### config.mk
export PLATFORM = sky130hd
export DESIGN_NAME = alu
export DESIGN_NICKNAME = d
export VERILOG_FILES = /design/src/design/cpu_pkg.sv /design/src/design/alu.sv
export SDC_FILE = /design/constraint.sdc
export NUM_CORES = 1
export LEC_CHECK = 0
export BUFFER_PORTS_ARGS = -buffer_cell sky130_fd_sc_hd__buf_4
export CORE_UTILIZATION = 50
export DETAILED_ROUTE_END_ITERATION = 10
export PLACE_DENSITY = 0.7
export SETUP_SLACK_MARGIN = 0.4
export SLEW_MARGIN = 15
export SYNTH_ARGS = -nofsm -noshare
export SYNTH_HDL_FRONTEND = slang
export SYNTH_SLANG_ARGS = --single-unit
### constraint.sdc
create_clock -name vclk -period 21.9
set_input_delay 6.57 -clock vclk [all_inputs]
set_output_delay 6.57 -clock vclk [all_outputs]
set_load 0.005 [all_outputs]
### src/design/cpu_pkg.sv
package cpu_pkg;

    // ========================================================================
    // widths
    // ========================================================================
    localparam int unsigned xlen       = 32;     // data and instruction width
    localparam int unsigned reg_addr_w = 5;      // 32 architectural registers
    localparam int unsigned dmem_words = 256;    // data ram depth in words

    typedef logic [xlen-1:0]               word_t;
    typedef logic [reg_addr_w-1:0]         reg_addr_t;
    typedef logic [$clog2(dmem_words)-1:0] dmem_addr_t;   // word index, not byte

    // addi x0, x0, 0
    localparam word_t nop_instr = 32'h0000_0013;

    // ========================================================================
    // rv32i major opcodes, instr[6:0]
    // ========================================================================
    localparam logic [6:0] op_reg    = 7'b0110011;
    localparam logic [6:0] op_imm    = 7'b0010011;
    localparam logic [6:0] op_lui    = 7'b0110111;
    localparam logic [6:0] op_load   = 7'b0000011;
    localparam logic [6:0] op_store  = 7'b0100011;
    localparam logic [6:0] op_branch = 7'b1100011;
    localparam logic [6:0] op_jal    = 7'b1101111;
    localparam logic [6:0] op_system = 7'b1110011;   // only ecall is decoded

    typedef enum logic [3:0] {
        alu_add,
        alu_sub,        // also drives the branch compare
        alu_and,
        alu_or,
        alu_xor,
        alu_sll,
        alu_srl,
        alu_sra,
        alu_slt,
        alu_sltu,
        alu_pass_b      // lui
    } alu_op_t;

    typedef enum logic [1:0] {
        fwd_none,
        fwd_from_mem,
        fwd_from_wb
    } fwd_sel_t;

    typedef enum logic [1:0] {
        wb_alu,
        wb_mem,
        wb_pc_plus_4    // jal link value
    } wb_sel_t;

endpackage

### src/design/alu.sv
`timescale 1ns/1ps

module alu import cpu_pkg::*; (
    input  word_t   operand_a,
    input  word_t   operand_b,
    input  alu_op_t op,
    output word_t   result,
    output logic    zero_flag,    // a == b, for beq / bne
    output logic    less_than     // signed a < b, for blt / bge
);

    word_t                    diff;
    logic [$clog2(xlen)-1:0] shamt;      // low bits of b only

    assign diff      = operand_a - operand_b;
    assign shamt     = operand_b[$clog2(xlen)-1:0];
    assign zero_flag = (diff == '0);
    assign less_than = ($signed(operand_a) < $signed(operand_b));

    always_comb begin
        case (op)
            alu_add:    result = operand_a + operand_b;
            alu_sub:    result = diff;
            alu_and:    result = operand_a & operand_b;
            alu_or:     result = operand_a | operand_b;
            alu_xor:    result = operand_a ^ operand_b;
            alu_sll:    result = operand_a << shamt;
            alu_srl:    result = operand_a >> shamt;
            alu_sra:    result = word_t'($signed(operand_a) >>> shamt);   // sign fill
            alu_slt:    result = {{(xlen-1){1'b0}}, less_than};
            alu_sltu:   result = {{(xlen-1){1'b0}}, (operand_a < operand_b)};
            alu_pass_b: result = operand_b;                              // lui immediate
            default:    result = '0;
        endcase
    end

endmodule

==> results.sh <==
export IMPL_routed_via_density=6.834
export IMPL_die_h_um=136.5
export IMPL_antenna_found_initial=1
export IMPL_synth_fp_nets=1546
export IMPL_globalplace_congestion=0.9868
export IMPL_yosysWarnings=0
export IMPL_design_seq_count=0
export IMPL_synth_common_cells="140 x o21ai_0, 135 x a21oi_1, 133 x nor2_1"
export IMPL_grt_pass1_vias=9975
export IMPL_rsz0062_at_grt="no"
export IMPL_holdWs_ns=13.49
export IMPL_routed_wl_um=39350
export IMPL_port_buffers=102
export IMPL_synth_xor_area_share_pct=3.873
export IMPL_synthTopCellsByArea="ha_1 14%, mux2i_1 8.6%, o21ai_0 7.7%"
export IMPL_status="finished, final reports clean"
export IMPL_synth_seq_area_share_pct=0
export IMPL_critPathSlowestCell="ha_1"
export IMPL_required_ns=15.33
export IMPL_fmax_mhz=57.32
export IMPL_period_share_pct=79.66
export IMPL_critPathBufInv=3
export IMPL_place_hpwl_um=30980
export IMPL_drt_first_pass_iters=8
export IMPL_dieArea_sq_um=18630
export IMPL_cts_setup_buffers=0
export IMPL_setup_tns_ns=0
export IMPL_synthSimpleGateAreaFrac_pct=21.96
export IMPL_syn_area_sq_um=9046
export IMPL_ys_types=92
export IMPL_ctsHoldBuffers=0
export IMPL_synthCells=1376
export IMPL_hold_class="input port to primary output"
export IMPL_cpPeakStageDelay_ns=0.57
export IMPL_final_fill_count=1799
export IMPL_ant_nets=0
export IMPL_io_pins=102
export IMPL_critical_path_top_delay_family="simple AND/OR/NAND/NOR gates"
export IMPL_crit_chain="buf_4 -> inv_1 -> ha_1 -> nor3b_1 -> a211o_1 -> o31a_1 -> o311ai_1 -> nand4_1 -> a2111oi_0 -> nor4bb_1 -> and4_1 -> nor4bb_1 -> buf_4"
export IMPL_yosys_area_top_type="ha_1"
export IMPL_grtUsageTotal_pct=41.68
export IMPL_tightest_slew_ns=1.029
export IMPL_crit_type="input port to primary output"
export IMPL_maxSlewHeadroom_pct=31.05
export IMPL_num_clock_buffers=0
export IMPL_fin_area_sq_um=9784
export IMPL_synth_top_family_by_area="compound AO/OA/AOI/OAI gates"
export IMPL_num_rows=48
export IMPL_syn_mean_instance_area_sq_um=6.574
export IMPL_post_cts_resized=0
export IMPL_yosys_area_top_type_share_pct=13.83
export IMPL_final_hold_viol_count=0
export IMPL_drt_iter0_markers=1453
export IMPL_core_area_sq_um=17480
export IMPL_grt_overflow_total=0
export IMPL_via_count=11020
export IMPL_cp_end_kind="primary output"
export IMPL_regArea_sq_um=0
export IMPL_synthMuxAreaShare_pct=14.23
export IMPL_finalNetCount=1559
export IMPL_synth_compound_area_share_pct=36.74
export IMPL_drc=0
export IMPL_finish_utilization_pct=55.99
export IMPL_setup_viol=0
export IMPL_crit_arrival_ns=10.88
export IMPL_die_w_um=136.5
export IMPL_placed_cell_area_sq_um=9782
export IMPL_drv_slew=0
export IMPL_cp_start_kind="input port"
export IMPL_initial_utilization_pct=51.76
export IMPL_synth_adder_area_share_pct=14.27
export IMPL_max_cap_violations=0
export IMPL_grt_max_degree=62
export IMPL_wl_per_cell_um=24.40
export IMPL_synth_most_common_cell="o21ai_0"
export IMPL_grt_pass1_wl_um=58880
export IMPL_area_growth_pct=8.160
export IMPL_path_max_fanout=61
export IMPL_drive_gt1_share_pct=13.34
export IMPL_layout_min_cycle_time_ns=17.45
[cells in the final DEF (no fill, tap or decap), drive strengths merged, types with 6 or more instances in the layout]
cell and n:
nor2b 11, xor2 7, nand2b 29, nor2 133, o21a 12, o22ai 8, mux2 9, nand2 104
nand4 11, mux2i 78, a221oi 10, a31oi 10, a21o 11, a2111oi 8, o31ai 11, nand3 27
a21oi 135, ha 100, or2 6, a211oi 16, o2111ai 13, nor4 10, buf 115, inv 99
a22oi 27, or3 16, o21bai 13, xnor2 33, nor3 36, a211o 11, mux4 18, o21ai 155
o211ai 29
[metal layers]
metal  routed length [um]  GRT usage [%]  part of all wire [%]  up-vias
met4                 2141          20.62                   5.4        0
met3                 3655          5.667                   9.3       73
li1                     -              -                     -     5068
met5                    0              0                     0        -
met1                16550          56.85                    42     5218
met2                17010          63.93                    43      665
[cell families (layout without fill, tap and decap cells)]
logic type / Yosys count / count (layout)
mux: 105 / 105
xor+xnor: 40 / 40
compound gates: 514 / 514
simple gates: 411 / 411
other cells: 0 / 1
buf+inv: 204 / 215
fa+ha+maj: 102 / 102
[stage by stage]
| stage | setup WS (ns) | cells |
|---|---|---|
| 2_1_floorplan | 4.803 | 1376 |
| 3_3_place_gp | 4.705 | 1612 |
| 3_5_place_dp | 4.645 | 1612 |
| 4_1_cts | 4.645 | 1612 |
| 5_1_grt | 4.291 | 1612 |
| 6_report | 4.455 | 1613 |
[area by class of cell]
type / instances / area (sq um) / share of cell area, %
Timing Repair Buffer: 115 / 863.3 / 8.824
Multi-Input combinational cell: 1172 / 8262 / 84.44
Antenna cell: 1 / 2.502 / 0.02558
Inverter: 100 / 375.4 / 3.836
Tap cell: 225 / 281.5 / 2.877
[final timing paths]
kind                          start    endpoint  slack [ns]  cells after the start
worst max-delay path   operand_b[4]   zero_flag        4.45                     13
worst min-delay path  operand_b[13]  result[13]       13.49                      4
