==> config.mk <==
export PLATFORM = sky130hd
export DESIGN_NAME = instr_decoder
export DESIGN_NICKNAME = d
export VERILOG_FILES = /design/src/design/cpu_pkg.sv /design/src/design/instr_decoder.sv
export SDC_FILE = /design/constraint.sdc
export NUM_CORES = 1
export LEC_CHECK = 0
export ABC_AREA = 1
export BUFFER_PORTS_ARGS = -buffer_cell sky130_fd_sc_hd__buf_4
export CAP_MARGIN = 20
export CORE_UTILIZATION = 32
export DETAILED_ROUTE_END_ITERATION = 8
export PLACE_DENSITY = 0.81
export SYNTH_ARGS = -nofsm -noshare
export SYNTH_HDL_FRONTEND = slang
export SYNTH_SLANG_ARGS = --single-unit
==> constraint.sdc <==
create_clock -name vclk -period 1.25
set_input_delay 0.25 -clock vclk [all_inputs]
set_output_delay 0.25 -clock vclk [all_outputs]
set_load 0.02 [all_outputs]
==> src/design/cpu_pkg.sv <==
package cpu_pkg;

    // ========================================================================
    // widths
    // ========================================================================
    localparam int unsigned xlen       = 32;     // data and instruction width
    localparam int unsigned reg_addr_w = 5;      // 32 architectural registers
    localparam int unsigned dmem_words = 256;    // data ram depth in words

    typedef logic [xlen-1:0]               word_t;
    typedef logic [reg_addr_w-1:0]         reg_addr_t;
    typedef logic [$clog2(dmem_words)-1:0] dmem_addr_t;   // word index, not byte

    // addi x0, x0, 0
    localparam word_t nop_instr = 32'h0000_0013;

    // ========================================================================
    // rv32i major opcodes, instr[6:0]
    // ========================================================================
    localparam logic [6:0] op_reg    = 7'b0110011;
    localparam logic [6:0] op_imm    = 7'b0010011;
    localparam logic [6:0] op_lui    = 7'b0110111;
    localparam logic [6:0] op_load   = 7'b0000011;
    localparam logic [6:0] op_store  = 7'b0100011;
    localparam logic [6:0] op_branch = 7'b1100011;
    localparam logic [6:0] op_jal    = 7'b1101111;
    localparam logic [6:0] op_system = 7'b1110011;   // only ecall is decoded

    typedef enum logic [3:0] {
        alu_add,
        alu_sub,        // also drives the branch compare
        alu_and,
        alu_or,
        alu_xor,
        alu_sll,
        alu_srl,
        alu_sra,
        alu_slt,
        alu_sltu,
        alu_pass_b      // lui
    } alu_op_t;

    typedef enum logic [1:0] {
        fwd_none,
        fwd_from_mem,
        fwd_from_wb
    } fwd_sel_t;

    typedef enum logic [1:0] {
        wb_alu,
        wb_mem,
        wb_pc_plus_4    // jal link value
    } wb_sel_t;

endpackage

==> src/design/instr_decoder.sv <==
`timescale 1ns/1ps

module instr_decoder import cpu_pkg::*; (
    input  word_t     instr,
    output reg_addr_t rs1,
    output reg_addr_t rs2,
    output reg_addr_t rd,
    output word_t     imm,
    output alu_op_t   alu_op,
    output logic      use_imm,      // alu b operand from imm
    output logic      is_branch,
    output logic [1:0] branch_kind, // eq, ne, lt, ge
    output logic      jump,
    output logic      mem_wr_en,
    output wb_sel_t   wb_sel,
    output logic      rf_wr_en,
    output logic      is_halt
);

    logic [6:0] opcode;
    logic [2:0] funct3;
    logic       alt_fn;           // instr[30] picks sub / sra
    logic       writes_rd;        // opcode has a destination
    alu_op_t    arith_op;         // funct3 decode shared by reg and imm forms

    assign opcode = instr[6:0];
    assign funct3 = instr[14:12];
    assign alt_fn = instr[30];

    assign rs1 = instr[19:15];
    assign rs2 = instr[24:20];
    assign rd  = instr[11:7];

    // beq 000, bne 001, blt 100, bge 101 fold onto two bits
    assign branch_kind = {funct3[2], funct3[0]};

    always_comb begin
        case (funct3)
            3'b000:  arith_op = (opcode == op_reg && alt_fn) ? alu_sub : alu_add;  // no subi
            3'b001:  arith_op = alu_sll;
            3'b010:  arith_op = alu_slt;
            3'b011:  arith_op = alu_sltu;
            3'b100:  arith_op = alu_xor;
            3'b101:  arith_op = alt_fn ? alu_sra : alu_srl;
            3'b110:  arith_op = alu_or;
            default: arith_op = alu_and;
        endcase
    end

    always_comb begin
        // defaults form a bubble
        imm       = '0;
        alu_op    = alu_add;
        use_imm   = 1'b0;
        is_branch = 1'b0;
        jump      = 1'b0;
        mem_wr_en = 1'b0;
        wb_sel    = wb_alu;
        writes_rd = 1'b0;
        is_halt   = 1'b0;
        case (opcode)
            op_reg: begin
                alu_op    = arith_op;
                writes_rd = 1'b1;
            end
            op_imm: begin
                imm       = {{20{instr[31]}}, instr[31:20]};           // i-type
                alu_op    = arith_op;
                use_imm   = 1'b1;
                writes_rd = 1'b1;
            end
            op_lui: begin
                imm       = {instr[31:12], 12'b0};                      // u-type
                alu_op    = alu_pass_b;
                use_imm   = 1'b1;
                writes_rd = 1'b1;
            end
            op_load: begin
                imm       = {{20{instr[31]}}, instr[31:20]};
                use_imm   = 1'b1;                                       // base + offset
                wb_sel    = wb_mem;
                writes_rd = 1'b1;
            end
            op_store: begin
                imm       = {{20{instr[31]}}, instr[31:25], instr[11:7]};   // s-type
                use_imm   = 1'b1;
                mem_wr_en = 1'b1;
            end
            op_branch: begin
                imm       = {{19{instr[31]}}, instr[31], instr[7], instr[30:25],
                             instr[11:8], 1'b0};                        // b-type
                alu_op    = alu_sub;                                    // flags from a - b
                is_branch = ~funct3[1];                                 // unsigned forms not kept
            end
            op_jal: begin
                imm       = {{11{instr[31]}}, instr[31], instr[19:12], instr[20],
                             instr[30:21], 1'b0};                       // j-type
                jump      = 1'b1;
                wb_sel    = wb_pc_plus_4;
                writes_rd = 1'b1;
            end
            op_system: is_halt = 1'b1;
            default: ;                                                  // unknown opcode is a nop
        endcase
    end

    // x0 is never written, so nothing downstream checks for it
    assign rf_wr_en = writes_rd && (rd != '0);

endmodule

==> metrics <==
arrival time of data at the critical path endpoint=1.41 ns; worst hold path stage count=2; maximum number of pins on one net before global-route repair=13; length of the first detailed-routing pass in iterations=4; largest vdd supply drop=~0.00024 V; via count=1637; Worst slew margin=73.84%; post-layout minimum cycle time=1.657 ns; # setup viols final=44; number of hold buffers added after CTS=0; number of vias per cell after detailed routing=5.684; final setup margin=-0.4072 ns; number of non-filler instances in the completed layout=around 290; highest clock rate=0.6034 GHz; initial core utilization=between 30% and 40%; Final GP Congestion=roughly 0.78; warnings from Yosys=0; number of violations reported at the end of detailed-routing iteration 0=99; area taken by flip-flops and latches=0 µm²; Gate power share=between 90% and 100%; post-synthesis instance total=roughly 160; count of buffering cells on the critical path with inverters included=2; count of final hold-check violations=0; Area contributors post-synth=nand2_1 (24%), buf_4 (17%), nand2_2 (10%); reported leakage power=about 1.2 nW; count of cell instances traversed by the critical path=9; floorplan core area=~2300 µm²; sequential cell area fraction in the yosys report=0%; crit path max-delay cell type=nor2_4; cell-by-cell listing of the critical path=buf_12 -> nor2_4 -> nand2_8 -> nor2_4 -> nand2_4 -> nor2_1 -> nand2_1 -> nand2_1 -> buf_6; slew at the pin closest to its max-slew limit=0.3888 ns; kind of cell with the highest combined delay on the critical path=simple AND/OR/NAND/NOR gates; netlist area before placement=784.5 µm²; critical path class=in2out; startpoint type of the worst setup path=primary input; number of antenna violations at the first check in global routing=0; outcome=complete, but fails checks; PD cells=around 240 nW/µm²; peak fanout along the critical path=5; violations in the final reports=setup timing; # IOs=93; global-route wire length before repair=6.941 mm; internal power component=between 0.2 and 0.25 mW; clock buffer count=0; setup repair after global routing missed its margin=yes; net switching component of the power=approximately 0.28 mW; overall routing resource usage=between 30% and 40%; dpl cells=approximately 280; Hold Crit Class=in2out; PortBufs=a little over 90; height of the die=roughly 50 µm; Die Area=between 2000 and 3000 µm²; Synth Net Count=between 150 and 200; Synth top area share=a little under a quarter; Syn Area/Cell=5.061 µm²; data required time of the worst path=1.00 ns; routed length per placed instance=21.85 µm; final sequential cell count=0; proportion of layout cells with a drive suffix above 1=between 70% and 80%; post-route ant nets=0; pre-CTS setup slack=-0.3363 ns; routed wire length=about 6.3 mm; via count of the first global-routing pass=around 1500; Clock Power Share=0%; Crit. End Element=primary output; Placement Rows=17; Crit path largest cell delay=between 0.2 and 0.25 ns; Inserted Diodes=0; switching share of power=55.23%; # DRC=0; number of maximum-capacitance violations=0; net count of the finished layout=between 200 and 300; Horiz. Die Dim=a little over 50 µm; post-DP HPWL=a little under 3 mm; count of final max-slew check failures=0; overflow left after global routing=0; share of the clock period used by the worst path=132.6%; count of filler cells inserted in the layout=42; Yosys cell types=18; part of the total power dissipated in sequential elements=0%; Area growth, synth to finish=178.8%; cell accounting for the most synthesized area=nand2_1; final design utilization=slightly below 100%
==> cell type report <==
cell class / count / area [µm²] / share of cell area [%]
tap: 28 / 35.03 / 1.602
inverter: 22 / 116.4 / 5.320
timing repair buffer: 124 / 1119 / 51.14
multi-input combinational: 114 / 917.1 / 41.93
==> power by group through the flow <==
stage	Clock [mW]	Sequential [mW]	Combinational, mW
after global placement	0	0	0.400
after global routing	0	0	0.526
after floorplan	0	0	0.208
after detailed placement	0	0	0.411
final	0	0	0.515
after CTS	0	0	0.444
==> cell families after synthesis <==
logic type | after synthesis | share of synthesized area, %
AOI/OAI and AO/OA | 7 | 4.785
and+or+nand+nor | 107 | 66.03
buffers and inverters | 41 | 29.19
==> layout by cell type, fill, tap and decap left out, types with 4 or more instances in the layout <==
master   instances
nand2_1         39
nor2_1           8
nor2_4           9
nand2_2          6
nand3_4          4
nand2_8         12
buf_4           83
nand2_4          7
inv_1           14
buf_6           36
nand3_1         11
==> per-stage QoR <==
step                      hold slack (ns)  total power [mW]  TNS, ns  instance area (µm²)
after floorplan                    0.5344            0.2076   -1.270                 1062
after global routing               0.7127            0.5265   -14.25                 2187
after CTS                          0.7093            0.4438   -8.651                 2049
final                              0.7097            0.5148   -13.47                 2187
after global placement             0.7076            0.4000   -9.486                 1861
after detailed placement           0.7089            0.4113   -10.89                 1861
==> cells in the mapped netlist <==
master,instances
nand3_2,1
buf_4,18
o211ai_1,1
nor2_4,2
inv_2,6
nor2_1,15
nand4_2,1
nor4_1,1
buf_6,1
nand2_2,13
nand3_1,16
nor3_1,4
nand3_4,1
inv_1,16
nand2_1,50
o21ai_0,6
nand2_4,1
nor2_2,2
==> what timing repair did <==
| item | 4_1_cts | 5_1_grt |
|---|---|---|
| gates resized for setup | 39 | 35 |
| setup endpoints to repair | 44 | 44 |
| setup buffers | 5 | 2 |
| pin swaps | 16 | 18 |
==> final timing paths <==
path              startpoint  slack [ns]        end
hold / removal     instr[16]        0.71     rs1[1]
setup / recovery    instr[2]       -0.41  alu_op[0]
==> per-layer routing <==
metal	GRT usage, %	part of all wire (%)	routed length [µm]	vias up
met5	0	0	0	-
met3	4.094	9.4	591	42
met1	36.73	34	2150	751
li1	-	-	-	679
met4	11.26	6.0	379	0
met2	67.75	50	3170	165
Power figures use the tool's default switching activity.
