### config.mk
export PLATFORM = sky130hd
export DESIGN_NAME = hazard_unit
export DESIGN_NICKNAME = d
export VERILOG_FILES = /design/src/design/cpu_pkg.sv /design/src/design/hazard_unit.sv
export SDC_FILE = /design/constraint.sdc
export NUM_CORES = 1
export LEC_CHECK = 0
export BUFFER_PORTS_ARGS = -buffer_cell sky130_fd_sc_hd__buf_2
export CORE_AREA = 4 4 41 43
export DETAILED_ROUTE_END_ITERATION = 10
export DIE_AREA = 0 0 45 47
export PLACE_DENSITY = 0.7
export SYNTH_ARGS = -nofsm -noshare
export SYNTH_HDL_FRONTEND = slang
export SYNTH_SLANG_ARGS = --single-unit
export TNS_END_PERCENT = 30
### constraint.sdc
create_clock -name vclk -period 0.8
set_input_delay 0.04 -clock vclk [all_inputs]
set_output_delay 0.04 -clock vclk [all_outputs]
set_load 0.01 [all_outputs]
### src/design/cpu_pkg.sv
package cpu_pkg;

    // ========================================================================
    // widths
    // ========================================================================
    localparam int unsigned xlen       = 32;     // data and instruction width
    localparam int unsigned reg_addr_w = 5;      // 32 architectural registers
    localparam int unsigned dmem_words = 256;    // data ram depth in words

    typedef logic [xlen-1:0]               word_t;
    typedef logic [reg_addr_w-1:0]         reg_addr_t;
    typedef logic [$clog2(dmem_words)-1:0] dmem_addr_t;   // word index, not byte

    // addi x0, x0, 0
    localparam word_t nop_instr = 32'h0000_0013;

    // ========================================================================
    // rv32i major opcodes, instr[6:0]
    // ========================================================================
    localparam logic [6:0] op_reg    = 7'b0110011;
    localparam logic [6:0] op_imm    = 7'b0010011;
    localparam logic [6:0] op_lui    = 7'b0110111;
    localparam logic [6:0] op_load   = 7'b0000011;
    localparam logic [6:0] op_store  = 7'b0100011;
    localparam logic [6:0] op_branch = 7'b1100011;
    localparam logic [6:0] op_jal    = 7'b1101111;
    localparam logic [6:0] op_system = 7'b1110011;   // only ecall is decoded

    typedef enum logic [3:0] {
        alu_add,
        alu_sub,        // also drives the branch compare
        alu_and,
        alu_or,
        alu_xor,
        alu_sll,
        alu_srl,
        alu_sra,
        alu_slt,
        alu_sltu,
        alu_pass_b      // lui
    } alu_op_t;

    typedef enum logic [1:0] {
        fwd_none,
        fwd_from_mem,
        fwd_from_wb
    } fwd_sel_t;

    typedef enum logic [1:0] {
        wb_alu,
        wb_mem,
        wb_pc_plus_4    // jal link value
    } wb_sel_t;

endpackage

### src/design/hazard_unit.sv
`timescale 1ns/1ps

module hazard_unit import cpu_pkg::*; (
    input  reg_addr_t  rs1_d,
    input  reg_addr_t  rs2_d,
    input  reg_addr_t  rs1_e,
    input  reg_addr_t  rs2_e,
    input  reg_addr_t  rd_m,
    input  reg_addr_t  rd_w,
    input  logic       rf_wr_en_m,
    input  logic       rf_wr_en_w,
    input  logic       is_branch_e,
    input  logic [1:0] branch_kind_e,
    input  logic       jump_e,
    input  logic       zero_flag,
    input  logic       less_than,
    output fwd_sel_t   fwd_a,
    output fwd_sel_t   fwd_b,
    output logic       bypass_a,     // decode reads the reg being written back
    output logic       bypass_b,
    output logic       redirect,     // pc takes the branch target
    output logic       flush         // younger two instructions become bubbles
);

    logic taken;

    // youngest producer wins, memory stage before writeback
    function automatic fwd_sel_t pick_src(reg_addr_t rs);
        if (rf_wr_en_m && rd_m == rs)
            return fwd_from_mem;
        if (rf_wr_en_w && rd_w == rs)
            return fwd_from_wb;
        return fwd_none;
    endfunction

    always_comb begin
        fwd_a = pick_src(rs1_e);
        fwd_b = pick_src(rs2_e);
    end

    // rf write lands at the clock edge, decode needs it now
    assign bypass_a = rf_wr_en_w && (rd_w == rs1_d);
    assign bypass_b = rf_wr_en_w && (rd_w == rs2_d);

    always_comb begin
        case (branch_kind_e)
            2'b00:   taken = zero_flag;      // beq
            2'b01:   taken = ~zero_flag;     // bne
            2'b10:   taken = less_than;      // blt
            default: taken = ~less_than;     // bge
        endcase
    end

    assign redirect = (is_branch_e && taken) || jump_e;
    assign flush    = redirect;

endmodule

==> results.ini, run 1 <==
[critical_path]
startpoint_type=input pin
critical_path_class=in -> out
end_kind=output pin
crit_arrival_ns=0.94
critPathMaxFanout=4
required_ns=0.76

[place]
dpl_worst_slack_ns=-0.202
dp.cells=112
io_buffers=46
gp_congestion=0.721

[route]
antenna_left=0
drc=0
drt_iter0_markers=1
wl_per_cell_um=11.8
drt-pass1-iter-count=4
routed_via_density=4.62
routed_wl_mm=1.33
vias=517

[min_path]
worstHoldStart=jump_e
min_path_cells=3
hold_end=redirect
hp-class=in -> out

[sta]
max_slew_margin_pct=83.0
setup_viol=6
hold_ws_ns=0.358
rsz0062_at_grt=true
fin_crit_ns=0.982
fin_crit_sh_pct=123
finalWorstSetupSlack_ns=-0.182
hold_viol_final=0
slew_violations=0
max_freq_mhz=1020
tightest_slew_ns=0.253

[logic_synthesis]
synth.area.top_cells=xor2_1 35%, xnor2_1 33%, and3_1 6.3%, nor4_2 6.3%, a311oi_1 4.4%
synth_area_um2=397
synth_top_family_by_area=XOR/XNOR gates
synthCells=48
synthTopCellsByCount=16 x xor2_1, 15 x xnor2_1, 4 x and3_1
synth_compound_area_share_pct=6.31
synth.top_cell.area_share_pct=35.3
synth_top_area_cell=xor2_1
yosys.area_share.adder_pct=0
synthesis.nets=86
synthDistinctLibCells=11
synthMuxAreaShare_pct=2.52
synth_warnings=0
synth_xor_area_share_pct=68.5
ys_seq_area_share_pct=0
synth.most_common_cell=xor2_1
avgSynthCellArea_um2=8.26
synthSimpleGateAreaFrac_pct=20.8

[final_layout]
final_cells=112
fill_cells=130
layout-drive-gt1-share_pct=55.7
nClkBuffers=0
register_area_um2=0
syn_to_final_growth_pct=85.2
final_core_util_pct=56.4
final_nets=137
antenna_cells=0
seq_cell_count=0

[pwr]
sw_frac_of_total_pct=43.0
p_clk_share_pct=0
cellPowerDensity_nw_per_um2=515
leakagePower_uw=0.000373
irDropWorstVdd_uv=249
p_int_uw=216
p_seq_share_pct=0
totalPowerFinal_uw=378
switchingPower_uw=162
pwr-share-comb_pct=100.0

[floorplan]
rows=13
start_util_pct=30.5
die_width_um=45
core-area_um2=1300
io_pins=46
dieArea_um2=2120
dieHeight_um=47

[run_status]
outcome=finished, violations left
violations=negative setup slack

[global_routing]
grt_max_degree=5
antenna_found_initial=0
grt_pass1_vias=492
grt_use_total_pct=11.3
grt_overflow=0
grt_pass1_wl_mm=1.86

[flow_run]
max_cap_violations=0

[cts]
cts_hold_buf=0

==> per-stage QoR <==
step	TNS [ns]	instance area [um2]
after detailed placement	-0.998	668
after global placement	-0.842	668
after CTS	-0.871	702
final	-0.805	734
after global routing	-1.13	734
after floorplan	0	397
==> repair_timing <==
action / in CTS / in global routing
gates resized for setup: 8 / 7
buffers inserted: 0 / 0
setup endpoints to repair: 6 / 8
pin swaps: 7 / 7
==> placed cells by master, fill, tap and decap left out, types with 2 or more instances in the layout <==
cell type and n:
buf_4 5, xor2_1 15, nand4_1 2, xnor2_1 15, a311oi_1 2, nand2_1 2, and3_1 4, buf_6 8
nor4_2 3, buf_2 37
==> area by class of cell <==
class | instances | area (um2) | share of cell area [%]
timing repair buffer | 50 | 313 | 42.6
tap | 15 | 18.8 | 2.56
multi-input combinational | 47 | 403 | 54.9
==> critical path: stages <==
cell and delay [ns]:
buf_2 0.14, buf_4 0.14, xnor2_1 0.13, nand2_1 0.07, a311oi_1 0.25, buf_2 0.18
==> cell families (layout without fill, tap and decap cells) <==
family          count (synthesis)  count (layout)
compound gates                  3               3
xor+xnor                       31              31
buf+inv                         1              50
mux                             1               1
simple gates                   12              12
==> routing by layer <==
metal | track usage (%) | wire length (um)
met1 | 12.1 | 477
met4 | 0 | 0
met2 | 23.4 | 678
met3 | 2.68 | 171
met5 | 0 | 0
==> power by group through the flow <==
| stage | sequential, uW | clock, uW | combinational [uW] |
|---|---|---|---|
| after CTS | 0 | 0 | 364 |
| after floorplan | 0 | 0 | 166 |
| after global routing | 0 | 0 | 410 |
| final | 0 | 0 | 378 |
| after detailed placement | 0 | 0 | 345 |
| after global placement | 0 | 0 | 341 |
==> worst max path at each step <==
stage / slack, ns / to / cells after the start / from
after detailed placement: -0.20 / fwd_b[0] / 5 / rd_m[2]
after floorplan: 0.07 / fwd_a[0] / 3 / rd_m[2]
after CTS: -0.17 / fwd_b[0] / 5 / rs2_e[1]
after global routing: -0.22 / fwd_b[1] / 6 / rd_w[2]
final: -0.18 / fwd_b[1] / 6 / rd_w[2]
after global placement: -0.15 / fwd_a[0] / 5 / rd_m[2]
(Power assumes the default switching activity.)
==> run 2, diff against run 1 <==
- BUFFER_PORTS_ARGS: -buffer_cell sky130_fd_sc_hd__buf_2 -> -buffer_cell sky130_fd_sc_hd__buf_4
==> run 2 against run 1 <==
Effect of this change: the flow still finishes with violations (negative setup slack); critical path type unchanged; highest routed layer unchanged; critical endpoint unchanged; total power increased by 18%; combinational power grew 18%; hold slack improved by 0.013 ns; setup slack got worse by 0.0052 ns; cell area grew 13%; maximum frequency decreased by 0.52%; wire length increased by 14%.
==> results.ini, run 2 (synthesis gave the netlist of run 1 again) <==
[pwr]
totalPowerFinal_uw=445  ; +18%
irDropWorstVdd_uv=274  ; +10%
pwr-share-comb_pct=100.0  ; about the same
p_int_uw=263  ; +22%
p_clk_share_pct=0  ; unchanged
leakagePower_uw=0.000389  ; +4.3%
cellPowerDensity_nw_per_um2=534  ; +3.7%
sw_frac_of_total_pct=41.0  ; -2.0 points
p_seq_share_pct=0  ; unchanged
switchingPower_uw=182  ; +12%

[place]
gp_congestion=0.763  ; +5.8%
dpl_worst_slack_ns=-0.200  ; +0.00208 ns
placed_area_um2=768  ; +15%
io_buffers=46  ; unchanged

[sta]
max_freq_mhz=1010  ; -0.52%
hold_viol_final=0  ; unchanged
fin_crit_ns=0.987  ; +0.00517 ns
finalWorstSetupSlack_ns=-0.187  ; -0.00517 ns
rsz0062_at_grt=true
setup_viol=8  ; +2
hold_ws_ns=0.371  ; +0.0132 ns
max_slew_margin_pct=81.2  ; -1.9 points
fin_crit_sh_pct=123  ; +0.65 points
slew_violations=0  ; unchanged
tightest_slew_ns=0.281  ; +0.0281 ns

[critical_path]
critical_path_class=in -> out
end_kind=output pin
critPathMaxFanout=2  ; -2
required_ns=0.76  ; about the same
crit_arrival_ns=0.95  ; about the same
startpoint_type=input pin

[floorplan]
dieArea_um2=2120  ; unchanged
start_util_pct=30.5  ; unchanged
dieHeight_um=47  ; unchanged
die_width_um=45  ; unchanged
io_pins=46  ; unchanged
rows=13  ; unchanged
core-area_um2=1300  ; unchanged

[final_layout]
syn_to_final_growth_pct=110
multiInputGateArea_um2=432  ; +7.1%
layout-drive-gt1-share_pct=56.8  ; +1.2 points
layout_common_cells=43 x buf_4, 15 x xnor2_1, 14 x xor2_1
antenna_cells=0  ; unchanged
final_common_cell=buf_4
register_area_um2=0  ; unchanged
seq_cell_count=0  ; unchanged
nClkBuffers=0  ; unchanged
final_nets=135  ; -1.5%
postLayoutCellArea_um2=833  ; +13%
fill_cells=123  ; -5.4%

[route]
drc=0  ; unchanged
antenna_left=0  ; unchanged
drt_iter0_markers=5  ; +4
routed_wl_mm=1.52  ; +14%
wl_per_cell_um=13.8  ; +16%
routed_via_density=4.83  ; +4.6%
drt-pass1-iter-count=2  ; -2
vias=531  ; +2.7%

[global_routing]
grt_pass1_wl_mm=2.10  ; +13%
grt_max_degree=5  ; unchanged
grt_pass1_vias=530  ; +7.7%
grt_overflow=0  ; unchanged
antenna_found_initial=0  ; unchanged
grt_use_total_pct=12.8  ; +1.5 points

[run_status]
outcome=finished, violations left
violations=negative setup slack

[cts]
cts_setup_buffers=0  ; unchanged
cts_hold_buf=0  ; unchanged

[flow_run]
max_cap_violations=0  ; unchanged

[min_path]
hp-class=in -> out

==> run 2: cell types whose count changed in the layout (fill, tap and decap cells not counted), moves of 2 or more <==
cell and delta:
buf_2 -37, buf_4 +38, nor4_2 -2, buf_6 -4
==> run 2: layout make-up <==
cell class                      instances  area share, %
Multi-Input combinational cell         47           51.8
Timing Repair Buffer                   48           45.9
Tap cell                               15           2.25
==> run 2: worst max-delay path, cell delays in order <==
cell	delay, ns
buf_4	0.12
xor2_1	0.14
nor4_2	0.32
a311oi_1	0.16
buf_4	0.17
==> run 2: power by group through the flow <==
stage | registers, uW | clock network, uW | logic [uW]
after floorplan | 0 | 0 | 166
after global placement | 0 | 0 | 396
after detailed placement | 0 | 0 | 404
after CTS | 0 | 0 | 419
after global routing | 0 | 0 | 476
final | 0 | 0 | 445
==> run 2: final timing paths <==
path	start	endpoint	slack [ns]	cells past startpoint
worst max-delay path	rd_m[2]	fwd_b[1]	-0.19	5
worst min-delay path	jump_e	redirect	0.37	3
==> run 2: through the flow <==
step	setup TNS, ns	cells	util, %
after global routing	-1.29	110	64.0
after floorplan	0	48	-
after CTS	-0.939	110	61.1
final	-0.947	110	64.0
after detailed placement	-0.983	110	59.0
after global placement	-0.835	110	59.0
==> run 2: repair_timing <==
item | 4_1_cts | 5_1_grt
gates resized for setup | 6 | 6
setup endpoints to repair | 8 | 8
pin swaps | 7 | 3
==> run 2: per-layer routing <==
metal / global-route usage [%] / vias to the layer above / wire, um
met4: 0 / 0 / 0
met5: 0 / - / 0
met1: 14.4 / 240 / 554
met3: 3.83 / 0 / 184
li1: - / 259 / -
met2: 25.1 / 32 / 778
